`config.mk`:
```
export PLATFORM = sky130hd
export DESIGN_NAME = clock_face_top
export DESIGN_NICKNAME = d
export VERILOG_FILES = /design/src/clock_pkg.sv /design/src/button_edge.sv /design/src/time_keeper.sv /design/src/countdown_timer.sv /design/src/display_mux.sv /design/src/clock_face_top.sv
export SDC_FILE = /design/constraint.sdc
export NUM_CORES = 1
export LEC_CHECK = 0
export ABC_AREA = 1
export BUFFER_PORTS_ARGS = -buffer_cell sky130_fd_sc_hd__buf_4
export CAP_MARGIN = 20
export CORE_MARGIN = 10
export CORE_UTILIZATION = 35
export CTS_BUF_LIST = sky130_fd_sc_hd__clkbuf_8
export DETAILED_ROUTE_END_ITERATION = 10
export PLACE_DENSITY = 0.54
export SYNTH_ARGS = -nofsm -noshare
export SYNTH_HDL_FRONTEND = slang
export SYNTH_HIERARCHICAL = 1
export SYNTH_SLANG_ARGS = --single-unit
```
`constraint.sdc`:
```
create_clock -name clk -period 1.76 [get_ports clk]
set_clock_uncertainty 0.05 [all_clocks]
set_input_delay 0.352 -clock clk [delete_from_list [all_inputs] [get_ports clk]]
set_output_delay 0.352 -clock clk [all_outputs]
set_load 0.01 [all_outputs]
```
`src/clock_pkg.sv`:
```
package clock_pkg;

  typedef enum logic [3:0] {
    TIME_DISP         = 4'd0,
    TIME_EDIT_SECOND  = 4'd2,
    TIME_EDIT_MINUTE  = 4'd3,
    TIME_EDIT_HOUR    = 4'd4,
    TIMER_DISP        = 4'd12,
    TIMER_EDIT_SECOND = 4'd13,
    TIMER_EDIT_MINUTE = 4'd14,
    TIMER_EDIT_HOUR   = 4'd15
  } clock_mode_t;

  typedef struct packed {
    logic [7:0] hour;    // bcd
    logic [7:0] minute;
    logic [7:0] second;
  } hms_t;

  typedef logic [3:0] digit_t;
  typedef digit_t [7:0] led_frame_t;  // [7] is leftmost
  typedef logic [7:0] blink_t;

  typedef struct packed {
    logic up;
    logic down;
  } btn_press_t;

  localparam digit_t SEPARATOR_DIGIT = 4'd10;  // dash

  localparam logic [7:0] HOUR_MAX_BCD   = 8'h23;
  localparam logic [7:0] MINUTE_MAX_BCD = 8'h59;
  localparam logic [7:0] SECOND_MAX_BCD = 8'h59;

  localparam blink_t BLINK_SECOND = 8'b0000_0011;
  localparam blink_t BLINK_MINUTE = 8'b0001_1000;
  localparam blink_t BLINK_HOUR   = 8'b1100_0000;
  localparam blink_t BLINK_ALL    = 8'b1111_1111;
  localparam blink_t BLINK_NONE   = 8'b0000_0000;

  function automatic logic [7:0] bcd_inc_wrap(input logic [7:0] value,
                                              input logic [7:0] limit);
    if (value == limit) begin
      return 8'h00;
    end else if (value[3:0] == 4'd9) begin
      return {value[7:4] + 4'd1, 4'd0};  // carry into tens
    end
    return value + 8'd1;
  endfunction

  // step down one, wrapping from zero back to the limit
  function automatic logic [7:0] bcd_dec_wrap(input logic [7:0] value,
                                              input logic [7:0] limit);
    if (value == 8'h00) begin
      return limit;
    end else if (value[3:0] == 4'd0) begin
      return {value[7:4] - 4'd1, 4'd9};
    end
    return value - 8'd1;
  endfunction

  function automatic hms_t hms_tick_up(input hms_t t);
    hms_t result;
    result        = t;
    result.second = bcd_inc_wrap(t.second, SECOND_MAX_BCD);
    if (t.second == SECOND_MAX_BCD) begin
      result.minute = bcd_inc_wrap(t.minute, MINUTE_MAX_BCD);
      if (t.minute == MINUTE_MAX_BCD) begin
        result.hour = bcd_inc_wrap(t.hour, HOUR_MAX_BCD);
      end
    end
    return result;
  endfunction

  function automatic hms_t hms_tick_down(input hms_t t);
    hms_t result;
    result        = t;
    result.second = bcd_dec_wrap(t.second, SECOND_MAX_BCD);
    if (t.second == 8'h00) begin
      result.minute = bcd_dec_wrap(t.minute, MINUTE_MAX_BCD);  // borrow
      if (t.minute == 8'h00) begin
        result.hour = bcd_dec_wrap(t.hour, HOUR_MAX_BCD);
      end
    end
    return result;
  endfunction

endpackage

```
`src/button_edge.sv`:
```
module button_edge (
  input  logic                  clk,
  input  logic                  rst_n,
  input  logic                  up_btn,    // active low
  input  logic                  down_btn,  // active low
  output clock_pkg::btn_press_t press
);

  logic [1:0] up_hist;    // [1] older sample
  logic [1:0] down_hist;

  always_ff @(posedge clk or negedge rst_n) begin
    if (!rst_n) begin
      up_hist   <= 2'b11;  // released
      down_hist <= 2'b11;
    end else begin
      up_hist   <= {up_hist[0], up_btn};
      down_hist <= {down_hist[0], down_btn};
    end
  end

  // released then pressed, high for one cycle only
  always_comb begin
    press.up   = (up_hist == 2'b10);
    press.down = (down_hist == 2'b10);
  end

endmodule

```
`src/time_keeper.sv`:
```
module time_keeper (
  input  logic                   clk,
  input  logic                   rst_n,
  input  clock_pkg::clock_mode_t mode,
  input  logic                   sec_tick,
  input  clock_pkg::btn_press_t  press,
  output clock_pkg::hms_t        time_now,
  output clock_pkg::hms_t        time_edit
);

  clock_pkg::clock_mode_t prev_mode;
  logic                   prev_was_edit;
  logic                   commit;

  always_comb begin
    case (prev_mode)
      clock_pkg::TIME_EDIT_SECOND,
      clock_pkg::TIME_EDIT_MINUTE,
      clock_pkg::TIME_EDIT_HOUR: prev_was_edit = 1'b1;
      default:                   prev_was_edit = 1'b0;
    endcase
  end

  // edit just ended, edited copy becomes the time
  assign commit = (mode == clock_pkg::TIME_DISP) && prev_was_edit;

  always_ff @(posedge clk or negedge rst_n) begin
    if (!rst_n) begin
      prev_mode <= clock_pkg::TIME_DISP;
    end else begin
      prev_mode <= mode;
    end
  end

  always_ff @(posedge clk or negedge rst_n) begin
    if (!rst_n) begin
      time_now <= '0;
    end else if (commit) begin
      time_now <= time_edit;  // wins over a tick on the same edge
    end else if (sec_tick) begin
      time_now <= clock_pkg::hms_tick_up(time_now);
    end
  end

  always_ff @(posedge clk or negedge rst_n) begin
    if (!rst_n) begin
      time_edit <= '0;
    end else begin
      case (mode)
        clock_pkg::TIME_DISP: begin
          if (!commit) begin
            time_edit <= time_now;
          end
        end
        clock_pkg::TIME_EDIT_SECOND: begin
          if (press.down) begin
            time_edit.second <= clock_pkg::bcd_inc_wrap(time_edit.second,
                                                        clock_pkg::SECOND_MAX_BCD);
          end
        end
        clock_pkg::TIME_EDIT_MINUTE: begin
          if (press.down) begin
            time_edit.minute <= clock_pkg::bcd_inc_wrap(time_edit.minute,
                                                        clock_pkg::MINUTE_MAX_BCD);
          end
        end
        clock_pkg::TIME_EDIT_HOUR: begin
          if (press.down) begin
            time_edit.hour <= clock_pkg::bcd_inc_wrap(time_edit.hour,
                                                      clock_pkg::HOUR_MAX_BCD);
          end
        end
        default: begin
          time_edit <= time_edit;  // timer modes leave the copy alone
        end
      endcase
    end
  end

endmodule

```
`src/countdown_timer.sv`:
```
module countdown_timer (
  input  logic                   clk,
  input  logic                   rst_n,
  input  clock_pkg::clock_mode_t mode,
  input  logic                   sec_tick,
  input  clock_pkg::btn_press_t  press,
  output clock_pkg::hms_t        timer_now,
  output clock_pkg::hms_t        timer_edit,
  output logic                   timer_ringing
);

  clock_pkg::clock_mode_t prev_mode;
  logic                   prev_was_edit;
  logic                   load;
  logic                   in_disp;
  logic                   running;

  always_comb begin
    case (prev_mode)
      clock_pkg::TIMER_EDIT_SECOND,
      clock_pkg::TIMER_EDIT_MINUTE,
      clock_pkg::TIMER_EDIT_HOUR: prev_was_edit = 1'b1;
      default:                    prev_was_edit = 1'b0;
    endcase
  end

  assign in_disp = (mode == clock_pkg::TIMER_DISP);
  assign load    = in_disp && prev_was_edit;

  always_ff @(posedge clk or negedge rst_n) begin
    if (!rst_n) begin
      prev_mode     <= clock_pkg::TIME_DISP;
      timer_now     <= '0;
      running       <= 1'b0;
      timer_ringing <= 1'b0;
    end else begin
      prev_mode <= mode;
      if (load) begin
        timer_now     <= timer_edit;
        running       <= 1'b0;
        timer_ringing <= 1'b0;
      end else if (in_disp && press.up) begin
        if (running) begin
          running <= 1'b0;  // pause
        end else begin
          timer_now     <= '0;
          timer_ringing <= 1'b0;
        end
      end else if (in_disp && press.down && !running) begin
        if (timer_ringing) begin
          timer_ringing <= 1'b0;  // silence only
        end else begin
          running <= 1'b1;
        end
      end else if (running && sec_tick) begin
        if (timer_now == '0) begin
          running       <= 1'b0;
          timer_ringing <= 1'b1;
        end else begin
          timer_now <= clock_pkg::hms_tick_down(timer_now);
        end
      end
    end
  end

  always_ff @(posedge clk or negedge rst_n) begin
    if (!rst_n) begin
      timer_edit <= '0;
    end else begin
      case (mode)
        clock_pkg::TIMER_DISP: begin
          timer_edit <= timer_now;
        end
        clock_pkg::TIMER_EDIT_SECOND: begin
          if (press.down) begin
            timer_edit.second <= clock_pkg::bcd_inc_wrap(timer_edit.second,
                                                         clock_pkg::SECOND_MAX_BCD);
          end
        end
        clock_pkg::TIMER_EDIT_MINUTE: begin
          if (press.down) begin
            timer_edit.minute <= clock_pkg::bcd_inc_wrap(timer_edit.minute,
                                                         clock_pkg::MINUTE_MAX_BCD);
          end
        end
        clock_pkg::TIMER_EDIT_HOUR: begin
          if (press.down) begin
            timer_edit.hour <= clock_pkg::bcd_inc_wrap(timer_edit.hour,
                                                       clock_pkg::HOUR_MAX_BCD);
          end
        end
        default: begin
          timer_edit <= timer_edit;
        end
      endcase
    end
  end

endmodule

```
`src/display_mux.sv`:
```
module display_mux (
  input  logic                   clk,
  input  logic                   rst_n,
  input  clock_pkg::clock_mode_t mode,
  input  clock_pkg::hms_t        time_now,
  input  clock_pkg::hms_t        time_edit,
  input  clock_pkg::hms_t        timer_now,
  input  clock_pkg::hms_t        timer_edit,
  input  logic                   timer_ringing,
  output clock_pkg::led_frame_t  digits,
  output clock_pkg::blink_t      blink,
  output logic                   ring
);

  clock_pkg::hms_t       shown;
  clock_pkg::blink_t     mask;
  clock_pkg::led_frame_t frame;

  always_comb begin
    case (mode)
      clock_pkg::TIME_EDIT_SECOND: begin
        shown = time_edit;
        mask  = clock_pkg::BLINK_SECOND;
      end
      clock_pkg::TIME_EDIT_MINUTE: begin
        shown = time_edit;
        mask  = clock_pkg::BLINK_MINUTE;
      end
      clock_pkg::TIME_EDIT_HOUR: begin
        shown = time_edit;
        mask  = clock_pkg::BLINK_HOUR;
      end
      clock_pkg::TIMER_DISP: begin
        shown = timer_now;
        mask  = timer_ringing ? clock_pkg::BLINK_ALL : clock_pkg::BLINK_NONE;
      end
      clock_pkg::TIMER_EDIT_SECOND: begin
        shown = timer_edit;
        mask  = clock_pkg::BLINK_SECOND;
      end
      clock_pkg::TIMER_EDIT_MINUTE: begin
        shown = timer_edit;
        mask  = clock_pkg::BLINK_MINUTE;
      end
      clock_pkg::TIMER_EDIT_HOUR: begin
        shown = timer_edit;
        mask  = clock_pkg::BLINK_HOUR;
      end
      default: begin  // TIME_DISP and unused codes
        shown = time_now;
        mask  = clock_pkg::BLINK_NONE;
      end
    endcase
  end

  // hh-mm-ss
  always_comb begin
    frame[7] = shown.hour[7:4];
    frame[6] = shown.hour[3:0];
    frame[5] = clock_pkg::SEPARATOR_DIGIT;
    frame[4] = shown.minute[7:4];
    frame[3] = shown.minute[3:0];
    frame[2] = clock_pkg::SEPARATOR_DIGIT;
    frame[1] = shown.second[7:4];
    frame[0] = shown.second[3:0];
  end

  always_ff @(posedge clk or negedge rst_n) begin
    if (!rst_n) begin
      digits <= '0;
      blink  <= clock_pkg::BLINK_NONE;
      ring   <= 1'b0;
    end else begin
      digits <= frame;
      blink  <= mask;
      ring   <= timer_ringing;  // aligned with the frame
    end
  end

endmodule

```
`src/clock_face_top.sv`:
```
module clock_face_top (
  input  logic                   clk,
  input  logic                   rst_n,
  input  logic                   sec_tick,
  input  clock_pkg::clock_mode_t mode,
  input  logic                   up_btn,
  input  logic                   down_btn,
  output clock_pkg::led_frame_t  digits,
  output clock_pkg::blink_t      blink,
  output logic                   ring
);

  clock_pkg::btn_press_t press;
  clock_pkg::hms_t       time_now;
  clock_pkg::hms_t       time_edit;
  clock_pkg::hms_t       timer_now;
  clock_pkg::hms_t       timer_edit;
  logic                  timer_ringing;

  button_edge u_button_edge (
    .clk      (clk),
    .rst_n    (rst_n),
    .up_btn   (up_btn),
    .down_btn (down_btn),
    .press    (press)
  );

  time_keeper u_time_keeper (
    .clk       (clk),
    .rst_n     (rst_n),
    .mode      (mode),
    .sec_tick  (sec_tick),
    .press     (press),
    .time_now  (time_now),
    .time_edit (time_edit)
  );

  countdown_timer u_countdown_timer (
    .clk           (clk),
    .rst_n         (rst_n),
    .mode          (mode),
    .sec_tick      (sec_tick),
    .press         (press),
    .timer_now     (timer_now),
    .timer_edit    (timer_edit),
    .timer_ringing (timer_ringing)
  );

  display_mux u_display_mux (
    .clk           (clk),
    .rst_n         (rst_n),
    .mode          (mode),
    .time_now      (time_now),
    .time_edit     (time_edit),
    .timer_now     (timer_now),
    .timer_edit    (timer_edit),
    .timer_ringing (timer_ringing),
    .digits        (digits),
    .blink         (blink),
    .ring          (ring)
  );

endmodule

```
==> results of run 1 <==
timing repair:
item | 4_1_cts | 5_1_grt
cloned | 1 | 2
pin swaps | 7 | 32
hold endpoints to repair | 33 | 0
setup endpoints to repair | 24 | 48
hold buffers | 3 | 0
resized for setup | 19 | 83
buffers inserted | 2 | 9
worst min-delay path by stage:
stage,from,endpoint,slack (ns),cells past startpoint
6_report,mode[1],u_time_keeper/prev_mode[1]$_DFF_PN0_,0.11,2
5_1_grt,mode[3],u_countdown_timer/prev_mode[3]$_DFF_PN0_,0.09,2
4_1_cts,mode[1],u_time_keeper/prev_mode[1]$_DFF_PN0_,0.08,2
3_5_place_dp,rst_n,u_countdown_timer/timer_edit[7]$_DFFE_PN0P_,0.21,1
3_3_place_gp,rst_n,u_countdown_timer/timer_edit[7]$_DFFE_PN0P_,0.21,1
2_1_floorplan,rst_n,u_countdown_timer/prev_mode[0]$_DFF_PN0_,0.006,0
metal layers:
| metal | GRT usage | routed length, um | share of wire | vias up |
|---|---|---|---|---|
| met2 | 0.2807 | 15550 | 0.48 | 252 |
| met4 | 0.04092 | 310 | 0.0095 | 0 |
| met3 | 0.02334 | 1287 | 0.039 | 22 |
| met5 | 0 | 0 | 0 | - |
| met1 | 0.2292 | 15520 | 0.48 | 5072 |
| li1 | - | - | - | 5391 |
cell families (layout without fill, tap and decap cells):
| logic type | count (synthesis) | in the layout | share of synthesized area |
|---|---|---|---|
| AOI/OAI and AO/OA | 160 | 160 | 0.08228 |
| other | 2 | 5 | 0.0007126 |
| adders and majority gates | 43 | 43 | 0.05105 |
| and+or+nand+nor | 933 | 934 | 0.4085 |
| xor gates and xnor gates | 17 | 17 | 0.01413 |
| DFF | 140 | 140 | 0.3329 |
| buffers and inverters | 250 | 449 | 0.1104 |
sequential cells by signal, summed over array words and instances, names as in the netlist:
register	cells
u_time_keeper/time_edit	24
u_countdown_timer/running	1
u_display_mux/blink	4
u_countdown_timer/timer_now	24
u_countdown_timer/timer_ringing	1
u_time_keeper/prev_mode	4
u_display_mux/ring	1
u_countdown_timer/prev_mode	4
u_display_mux/digits	25
u_countdown_timer/timer_edit	24
u_button_edge/down_hist	2
u_button_edge/up_hist	2
u_time_keeper/time_now	24
layout make-up:
cell class | instances | area (um^2) | share of cell area
Clock buffer | 18 | 247.7 | 0.01866
Clock inverter | 14 | 145.1 | 0.01093
Inverter | 193 | 735.7 | 0.05542
Multi-Input combinational cell | 1159 | 6231 | 0.4694
Sequential cell | 140 | 3510 | 0.2644
Tap cell | 390 | 488.0 | 0.03676
Timing Repair Buffer | 224 | 1918 | 0.1445
metrics by stage:
stage                     power, uW  utilization  cells
after global placement        12210       0.4167   2090
after global routing          17200       0.4479   2138
after floorplan                9143            -   1548
after CTS                     15250       0.4341   2128
after detailed placement      12270       0.4167   2090
final                         15850       0.4479   2138
worst register-to-register path, stage by stage, from the launching register on:
cell     delay (ns)
dfstp_2        0.52
inv_1          0.05
nor2_4         0.12
buf_4          0.15
nand4_1        0.14
nand2_2        0.13
nor2_4         0.05
buf_12         0.14
buf_12         0.14
nand3_1        0.08
nand2_1        0.06
power groups by stage:
| stage | clock network [uW] | logic, uW | registers, uW |
|---|---|---|---|
| final | 2690 | 8280 | 4880 |
| after global routing | 2920 | 9270 | 5010 |
| after CTS | 2780 | 7620 | 4850 |
| after detailed placement | 0 | 7350 | 4910 |
| after global placement | 0 | 7310 | 4900 |
| after floorplan | 0 | 4160 | 4990 |
synthesized netlist by cell type (2+ instances only):
master / number
buf_2: 17
nor2_1: 121
nor2_4: 2
a31oi_1: 3
nor2_8: 2
conb_1: 2
nand3_4: 2
o21ai_1: 22
or2_2: 5
buf_4: 17
nand2_4: 6
nand3b_1: 4
a22oi_1: 9
nand3_1: 205
clkbuf_8: 4
o21ai_0: 66
o211ai_1: 6
buf_6: 10
nand2_2: 28
nor3_1: 7
nand2_1: 464
clkbuf_1: 7
o22ai_1: 9
ha_1: 43
inv_1: 183
nand3_2: 23
xor2_1: 16
inv_2: 8
nor2_2: 5
nand4_1: 55
buf_8: 2
dfstp_2: 4
dfrtp_1: 136
a21oi_1: 43
cell usage in the layout (no fill, tap or decap), drive strengths merged:
master / count
xnor2: 1
clkinv: 7
dfstp: 4
clkbuf: 20
nand4: 55
o211ai: 6
dlygate4sd3: 3
or2: 6
nand3b: 4
dfrtp: 136
o21ai: 89
a31oi: 3
ha: 43
xor2: 16
conb: 5
o21a: 1
nand2: 498
and2: 1
a22oi: 9
a21oi: 43
clkinvlp: 2
nand3: 230
nor2: 131
o22ai: 9
bufinv: 2
buf: 219
nor3: 9
inv: 196
==> results.tsv, run 1 <==
metric	value	unit
worstSetupPathType	flip-flop to flip-flop	
synth_edf_count	0	
syn-cell-area	0.01054	mm^2
grt_overflow	0	
cpPeakStageDelay	0.52	ns
synth_top_cell_by_area	dfrtp_1	
maxCapViolCount	0	
clkTransAtPathRegs	0.10	ns
p_int	8916	uW
finalHoldViolations	0	
die-area	0.03745	mm^2
grt_max_degree	46	
cp_top_family	simple AND/OR/NAND/NOR gates	
core-area	0.02964	mm^2
clk_latency	0.48	ns
arrival	2.05	ns
final.period_utilization	0.9821	
path_cells	inv_1, nor2_4, buf_4, nand4_1, nand2_2, nor2_4, buf_12, buf_12, nand3_1, nand2_1	
antenna_found_initial	0	
drv_slew	0	
ys_warn_count	6	
ys_types	43	
cp_max_fo	7	
synth_cells	1545	
synth-seq-cells	140	
numPortBuffers	45	
numClockSinks	140	
ff2ff_setup_slack	0.03	ns
htree_levels	4	
place.gp.congestion	0.8813	
fp-row-count	63	
fin_nets	1787	
hp-class	input pin to flip-flop	
ys_async_sr_fraction	1.000	
setup_violations	0	
finalWorstSetupSlack	0.03148	ns
cts_root_buf	clkbuf_8	
fillers	3090	
switching_power	6938	uW
cp-start-kind	flip-flop	
drc	0	
ant_nets	0	
die_h	193.5	um
clockBufferDepth	2	
synth-seq-area-share	0.3329	
yosys_most_used_dff	dfrtp_1	
synth.top_cell.area_share	0.3229	
initial_core_util	0.3556	
die_w	193.5	um
drive_above_1_share	0.2363	
wl_per_cell	15.28	um
combPwrFrac	0.522	
cts_tree	yes	
pwr_density_cell	1194	mW/mm^2
grtUsageTotal	0.1701	
rsz0062_at_grt	true	
grt_pass1_vias	10215	
diodes	0	
synth_area_per_cell	6.821	um^2
routed_wl	32.67	mm
num_vias	10737	
via_per_inst	5.022	
grt_pass1_wl	53.54	mm
status	complete, no violations	
ir_worst_vdd	0.5432	mV
tns	0	ns
p_sw_frac	0.4376	
io_pins	50	
crit_path_end_kind	flip-flop	
rr_startpoint	u_button_edge/up_hist[1]$_DFF_PN1_	
slowest_stage	dfstp_2	
timing.rr.end	u_countdown_timer/timer_now[23]$_DFFE_PN0P_	
syn2layout_area_growth	25.96	%
critPathBufInv	4	
place_area	0.01235	mm^2
power_leakage	0.006914	uW
worstSetupStartpoint	u_button_edge/up_hist[1]$_DFF_PN1_	
yosys-top-cells-area	dfrtp_1, nand2_1, nand3_1	
design_area	0.01328	mm^2
cp.required	2.09	ns
fin_crit	1.729	ns
fmax	578.5	MHz
place_hpwl	24.05	mm
cp-endpoint	u_countdown_timer/timer_now[23]$_DFFE_PN0P_	
crit_cells	10	
dp_worst_setup_slack	-0.1853	ns
cts_buffers	17	
seqPwrFrac	0.308	
clkPwrFrac	0.170	
drt-pass1-iter-count	6	
drtIter0Drc	850	
whs	0.1135	ns
ff2ff_path_depth	10	
(Power assumes the default switching activity.)
==> inputs of run 2 (changes only) <==
Settings changed: ABC_AREA 1 to not set.
==> results.tsv, run 2 <==
metric	value	unit	change
synth_cells	1078		-30%
numClockSinks	140		unchanged
ys_top_cells_by_count	dfrtp_1, o21ai_0, a21oi_1		
fmax	500.0	MHz	-14%
drt-pass1-iter-count	5		-1
power_leakage	0.005755	uW	-17%
maxCapViolCount	0		unchanged
syn2layout_area_growth	37.43	%	
cp_max_fo	7		unchanged
fillers	2530		-18%
drtIter0Drc	932		+9.6%
grtUsageMet3	0.02821		+0.004873
synthXorXnorAreaFrac	0.01101		-0.003119
placed_cells	1615		-23%
synth_most_common_cell	dfrtp_1		
synth_compound_area_frac	0.2731		+0.1909
finalHoldViolations	0		unchanged
drv_slew	0		unchanged
io_pins	50		unchanged
clockBufferDepth	2		unchanged
pwr_density_cell	997.2	mW/mm^2	-17%
layout_common_cells	buf_4, dfrtp_1, a21oi_1		
htree_levels	4		unchanged
fin_crit	2.000	ns	+0.2717 ns
grt_pass1_vias	9100		-11%
top_register	u_display_mux/digits		
busiest_layer	met2		
synth_area_per_cell	8.856	um^2	+30%
met1_usage	0.2449		+0.01567
failed_checks	setup timing		
ir_worst_vdd	0.4623	mV	-15%
final_cells	1686		-21%
ant_nets	0		unchanged
place.gp.congestion	0.8891		+0.89%
yosys_most_used_dff	dfrtp_1		
routed_wl	30.36	mm	-7.1%
drive_above_1_share	0.3688		+0.1325
arrival	2.28	ns	+0.23 ns
synth-seq-cells	140		unchanged
finalWorstSetupSlack	-0.2402	ns	-0.2717 ns
drc	0		unchanged
tns	-4.772	ns	-4.772 ns
wl_per_cell	18.01	um	+18%
via_per_inst	5.537		+10%
synth_top_cell_by_area	dfrtp_1		
fin_nets	1385		-22%
clk_latency	0.45	ns	-0.03 ns
antenna_found_initial	0		unchanged
met2_usage	0.2802		-0.0004837
synth_top_family_by_area	compound AO/OA/AOI/OAI gates		
numPortBuffers	45		unchanged
diodes	0		unchanged
num_vias	9336		-13%
synth.top_cell.area_share	0.3565		+0.03356
core-area	0.02688	mm^2	-9.3%
grtUsageTotal	0.1770		+0.006907
ys_warn_count	6		unchanged
cts_root_buf	clkbuf_8		
worstSetupPathType	flip-flop to flip-flop		
grt_max_degree	38		-17%
ys_async_sr_fraction	1.000		unchanged
fp-row-count	60		-4.8%
synth-seq-area-share	0.3675		+0.03460
rsz0062_at_grt	true		
status	complete, but fails checks		
largest_register_ffs	25		unchanged
yosys-top-cells-area	dfrtp_1, o21ai_0, ha_1		
cts_tree	yes		
clkTransAtPathRegs	0.08	ns	-0.02 ns
place_hpwl	22.01	mm	-8.5%
hp-class	input pin to flip-flop		
die-area	0.03428	mm^2	-8.5%
cp-start-kind	flip-flop		
cts_buffers	17		unchanged
die_w	185.2	um	-4.3%
syn-cell-area	0.009547	mm^2	-9.4%
final_common_cell	buf_4		
dp_worst_setup_slack	-0.2828	ns	-0.09747 ns
setup_violations	41		+41
crit_path_end_kind	flip-flop		
synth_mux_area_frac	0.01835		+0.01835
cp.required	2.04	ns	-0.05 ns
grt_pass1_wl	49.04	mm	-8.4%
final.period_utilization	1.136		+0.1544
grt_overflow	0		unchanged
synth_fa_ha_area_frac	0.05636		+0.005306
die_h	185.2	um	-4.3%
ys_types	94		+120%
initial_core_util	0.3552		-0.0003667
synth-simple-area-share	0.2155		-0.1931
synth_edf_count	0		unchanged
[run 2: changes by cell type in the layout (fill, tap and decap cells not counted), moves of 21 or more]
| cell | delta |
|---|---|
| nand4_1 | -38 |
| nand2_2 | -38 |
| nor2_1 | -35 |
| a221o_1 | +25 |
| nand3_1 | -161 |
| inv_1 | -139 |
| a21oi_1 | +53 |
| or3b_2 | +24 |
| buf_4 | +75 |
| o21ai_0 | +21 |
| nand2_1 | -375 |
| nand3_2 | -36 |
[run 2: final cells by class]
type	count	area, um^2	area share
sequential	140	3512	0.2677
clock inverter	12	193.9	0.01478
tap	341	426.7	0.03252
timing repair buffer	303	2524	0.1924
multi-input combinational	831	6052	0.4613
clock buffer	19	261.5	0.01993
inverter	40	150.1	0.01144
[run 2: routing by layer]
layer | part of all wire | vias to the layer above
met1 | 0.47 | 4533
met5 | 0 | -
met3 | 0.042 | 32
met4 | 0.014 | 0
met2 | 0.47 | 247
li1 | - | 4524
[run 2: timing repair]
item / 4_1_cts / 5_1_grt
hold endpoints to repair: 32 / 0
cloned: 1 / 0
buffers inserted: 16 / 21
hold buffers: 3 / 0
gates resized for setup: 67 / 76
pin swaps: 28 / 29
endpoints found under the setup margin: 58 / 78
[run 2: kinds of logic (layout without fill, tap and decap cells)]
group,count (synthesis),after routing
fa+ha+maj,43,43
mux,16,16
other cells,2,5
xor+xnor,12,12
buf+inv,110,374
simple gates,358,358
flops,140,140
compound gates,397,397
[run 2: stage by stage]
step	hold WS, ns	utilization	area, um^2	total power [uW]
4_1_cts	0.2041	0.4714	12670	12830
2_1_floorplan	0.006409	-	9634	7226
3_3_place_gp	0.2455	0.4398	11820	9375
3_5_place_dp	0.2483	0.4398	11820	9444
5_1_grt	0.2124	0.4882	13120	13990
6_report	0.2358	0.4882	13120	13080
[run 2: power by group]
part	internal, uW	switching, uW	total (uW)	leakage (uW)
combinational	2690	2750	5440	0.00377
sequential	3920	657	4580	0.00175
clock	1750	1310	3060	0.000233
[run 2: final timing paths]
kind / startpoint / endpoint / slack, ns / cells after the start
max in group asynchronous: rst_n / u_countdown_timer/timer_edit[1]$_DFFE_PN0P_ / 0.71 / 3
min in group asynchronous: rst_n / u_time_keeper/time_now[10]$_DFFE_PN0P_ / 0.32 / 2
min reg2reg: u_button_edge/down_hist[0]$_DFF_PN1_ / u_button_edge/down_hist[1]$_DFF_PN1_ / 0.33 / 0
max: u_countdown_timer/timer_now[9]$_DFFE_PN0P_ / u_countdown_timer/timer_now[7]$_DFFE_PN0P_ / -0.24 / 8
min: mode[0] / u_time_keeper/prev_mode[0]$_DFF_PN0_ / 0.24 / 2
max reg2reg: u_countdown_timer/timer_now[9]$_DFFE_PN0P_ / u_countdown_timer/timer_now[7]$_DFFE_PN0P_ / -0.24 / 8
[run 2: critical path, stage by stage, from the launching register on]
cell,delay (ns)
dfrtp_1,0.40
inv_2,0.09
ha_4,0.13
nor3b_4,0.27
nand4_4,0.18
o21ai_4,0.24
buf_12,0.15
nand2_8,0.07
mux2_4,0.30
==> inputs of run 3 (changes only) <==
Settings changed: CAP_MARGIN 20 to not set, CORE_ASPECT_RATIO set to 2.
==> results.tsv, run 3 (synthesis gave the netlist of run 2 again) <==
metric	value	unit	change
status	complete, but fails checks		
failed_checks	setup timing		
cp.required	2.07	ns	+0.03 ns
cts_root_buf	clkbuf_8		
rsz0062_at_grt	true		
numClockSinks	140		unchanged
grt_pass1_vias	9487		+4.3%
p_int	8164	uW	-2.4%
switching_power	4743	uW	+0.50%
num_vias	9584		+2.7%
setup_violations	61		+49%
drc	0		unchanged
clkTransAtPathRegs	0.08	ns	about the same
seqPwrFrac	0.352		+0.002
crit_path_end_kind	flip-flop		
layout_common_cells	buf_4, dfrtp_1, a21oi_1		
grtUsageTotal	0.1813		+0.004251
grt_pass1_wl	49.76	mm	+1.5%
tns	-5.958	ns	-1.187 ns
wl_per_cell	19.19	um	+6.5%
p_total	12910	uW	-1.3%
place_hpwl	24.09	mm	+9.5%
die_w	136.8	um	-26%
combPwrFrac	0.434		+0.018
largest_register_ffs	25		unchanged
p_sw_frac	0.3675		+0.006767
io_pins	50		unchanged
fin_nets	1385		unchanged
clkPwrFrac	0.214		-0.020
initial_core_util	0.3548		-0.0004129
power_leakage	0.005803	uW	+0.82%
top_register	u_display_mux/digits		
pwr_density_cell	972.5	mW/mm^2	-2.5%
finalHoldViolations	0		unchanged
place.gp.congestion	0.8714		-2.0%
antenna_found_initial	1		+1
htree_levels	4		unchanged
syn2layout_area_growth	39.02	%	
fin_crit	1.996	ns	-0.003754 ns
placed_cells	1627		+0.74%
clockBufferDepth	2		unchanged
drv_slew	0		unchanged
core-area	0.02691	mm^2	+0.12%
arrival	2.31	ns	+0.03 ns
final_cells	1695		+0.53%
cts_tree	yes		
ir_worst_vdd	0.5954	mV	+29%
final_common_cell	buf_4		
via_per_inst	5.654		+2.1%
routed_wl	32.52	mm	+7.1%
drt-pass1-iter-count	5		unchanged
fmax	500.9	MHz	+0.19%
cts_buffers	17		unchanged
final.period_utilization	1.134		-0.002133
cp_max_fo	5		-2
drive_above_1_share	0.3796		+0.01087
ant_nets	0		unchanged
cp-start-kind	flip-flop		
hp-class	input pin to flip-flop		
worstSetupPathType	flip-flop to flip-flop		
die_h	253.6	um	+37%
grt_max_degree	43		+13%
numPortBuffers	45		unchanged
die-area	0.03468	mm^2	+1.2%
grt_overflow	0		unchanged
clk_latency	0.48	ns	+0.03 ns
drtIter0Drc	573		-39%
maxCapViolCount	0		unchanged
fp-row-count	85		+42%
finalWorstSetupSlack	-0.2364	ns	+0.003754 ns
-- run 3: cell count changes in the layout (fill, tap and decap cells not counted), moves of 3 or more --
cell      delta
a211oi_2     +3
a21oi_1      -4
nand2_2      +5
o21ai_2      +5
a21oi_2      +3
buf_6       +12
buf_4       -17
inv_1        +3
o21ai_0     -21
o21ai_1     +17
nand2_1      -5
-- run 3: power by group through the flow --
stage	Clock (uW)	Sequential, uW	Combinational [uW]
2_1_floorplan	0	4740	2480
3_3_place_gp	0	4570	4990
3_5_place_dp	0	4580	5030
4_1_cts	2850	4540	5250
5_1_grt	2980	4640	6120
6_report	2760	4540	5600
-- run 3: what timing repair did --
action                                  CTS  global route
hold buffers                              3             0
endpoints found under the hold margin    36             0
pin swaps                                29            53
endpoints found under the setup margin   60            84
setup buffers                            12            18
cloned                                    0             4
resized for setup                        67           136
-- run 3: cell type report --
cell class / count / area (um^2)
Fill cell: 2522 / 13640
Multi-Input combinational cell: 831 / 6158
Sequential cell: 140 / 3510
Timing Repair Buffer: 303 / 2614
Tap cell: 348 / 435.4
Clock buffer: 17 / 234.0
Clock inverter: 15 / 167.7
Inverter: 40 / 150.1
Antenna cell: 1 / 2.502
-- run 3: final timing paths --
check | start | depth (start not counted) | slack [ns] | endpoint
setup / recovery | u_countdown_timer/timer_now[8]$_DFFE_PN0P_ | 7 | -0.24 | u_countdown_timer/timer_now[19]$_DFFE_PN0P_
hold / removal | mode[3] | 2 | 0.12 | u_countdown_timer/prev_mode[3]$_DFF_PN0_
setup reg to reg | u_countdown_timer/timer_now[8]$_DFFE_PN0P_ | 7 | -0.24 | u_countdown_timer/timer_now[19]$_DFFE_PN0P_
hold reg to reg | u_button_edge/down_hist[0]$_DFF_PN1_ | 0 | 0.34 | u_button_edge/down_hist[1]$_DFF_PN1_
max in group asynchronous | rst_n | 3 | 0.74 | u_countdown_timer/timer_now[17]$_DFFE_PN0P_
min in group asynchronous | rst_n | 2 | 0.30 | u_countdown_timer/timer_edit[9]$_DFFE_PN0P_
-- run 3: stage by stage --
step / area [um^2] / util / setup slack, ns / hold slack [ns]
after floorplan: 9634 / - / -0.3867 / 0.006409
after global placement: 11890 / 0.4419 / -0.2312 / 0.2519
after detailed placement: 11890 / 0.4419 / -0.3083 / 0.2595
after CTS: 12610 / 0.4688 / -0.2052 / 0.08303
after global routing: 13270 / 0.4932 / -0.3216 / 0.1068
final: 13270 / 0.4932 / -0.2364 / 0.1201
-- run 3: worst max-delay path: stages (launching register included) --
cell	delay (ns)
dfrtp_1	0.39
inv_2	0.08
ha_4	0.13
nor3b_4	0.27
nand4_4	0.19
nand2_2	0.13
a21boi_4	0.32
mux2_4	0.33
-- run 3: layer usage --
| metal | GRT usage | up-vias | routed length (um) |
|---|---|---|---|
| met5 | 0 | - | 0 |
| met3 | 0.02334 | 79 | 1000 |
| met4 | 0.09195 | 0 | 1532 |
| li1 | - | 4532 | - |
| met1 | 0.1846 | 4735 | 12070 |
| met2 | 0.3455 | 238 | 17920 |
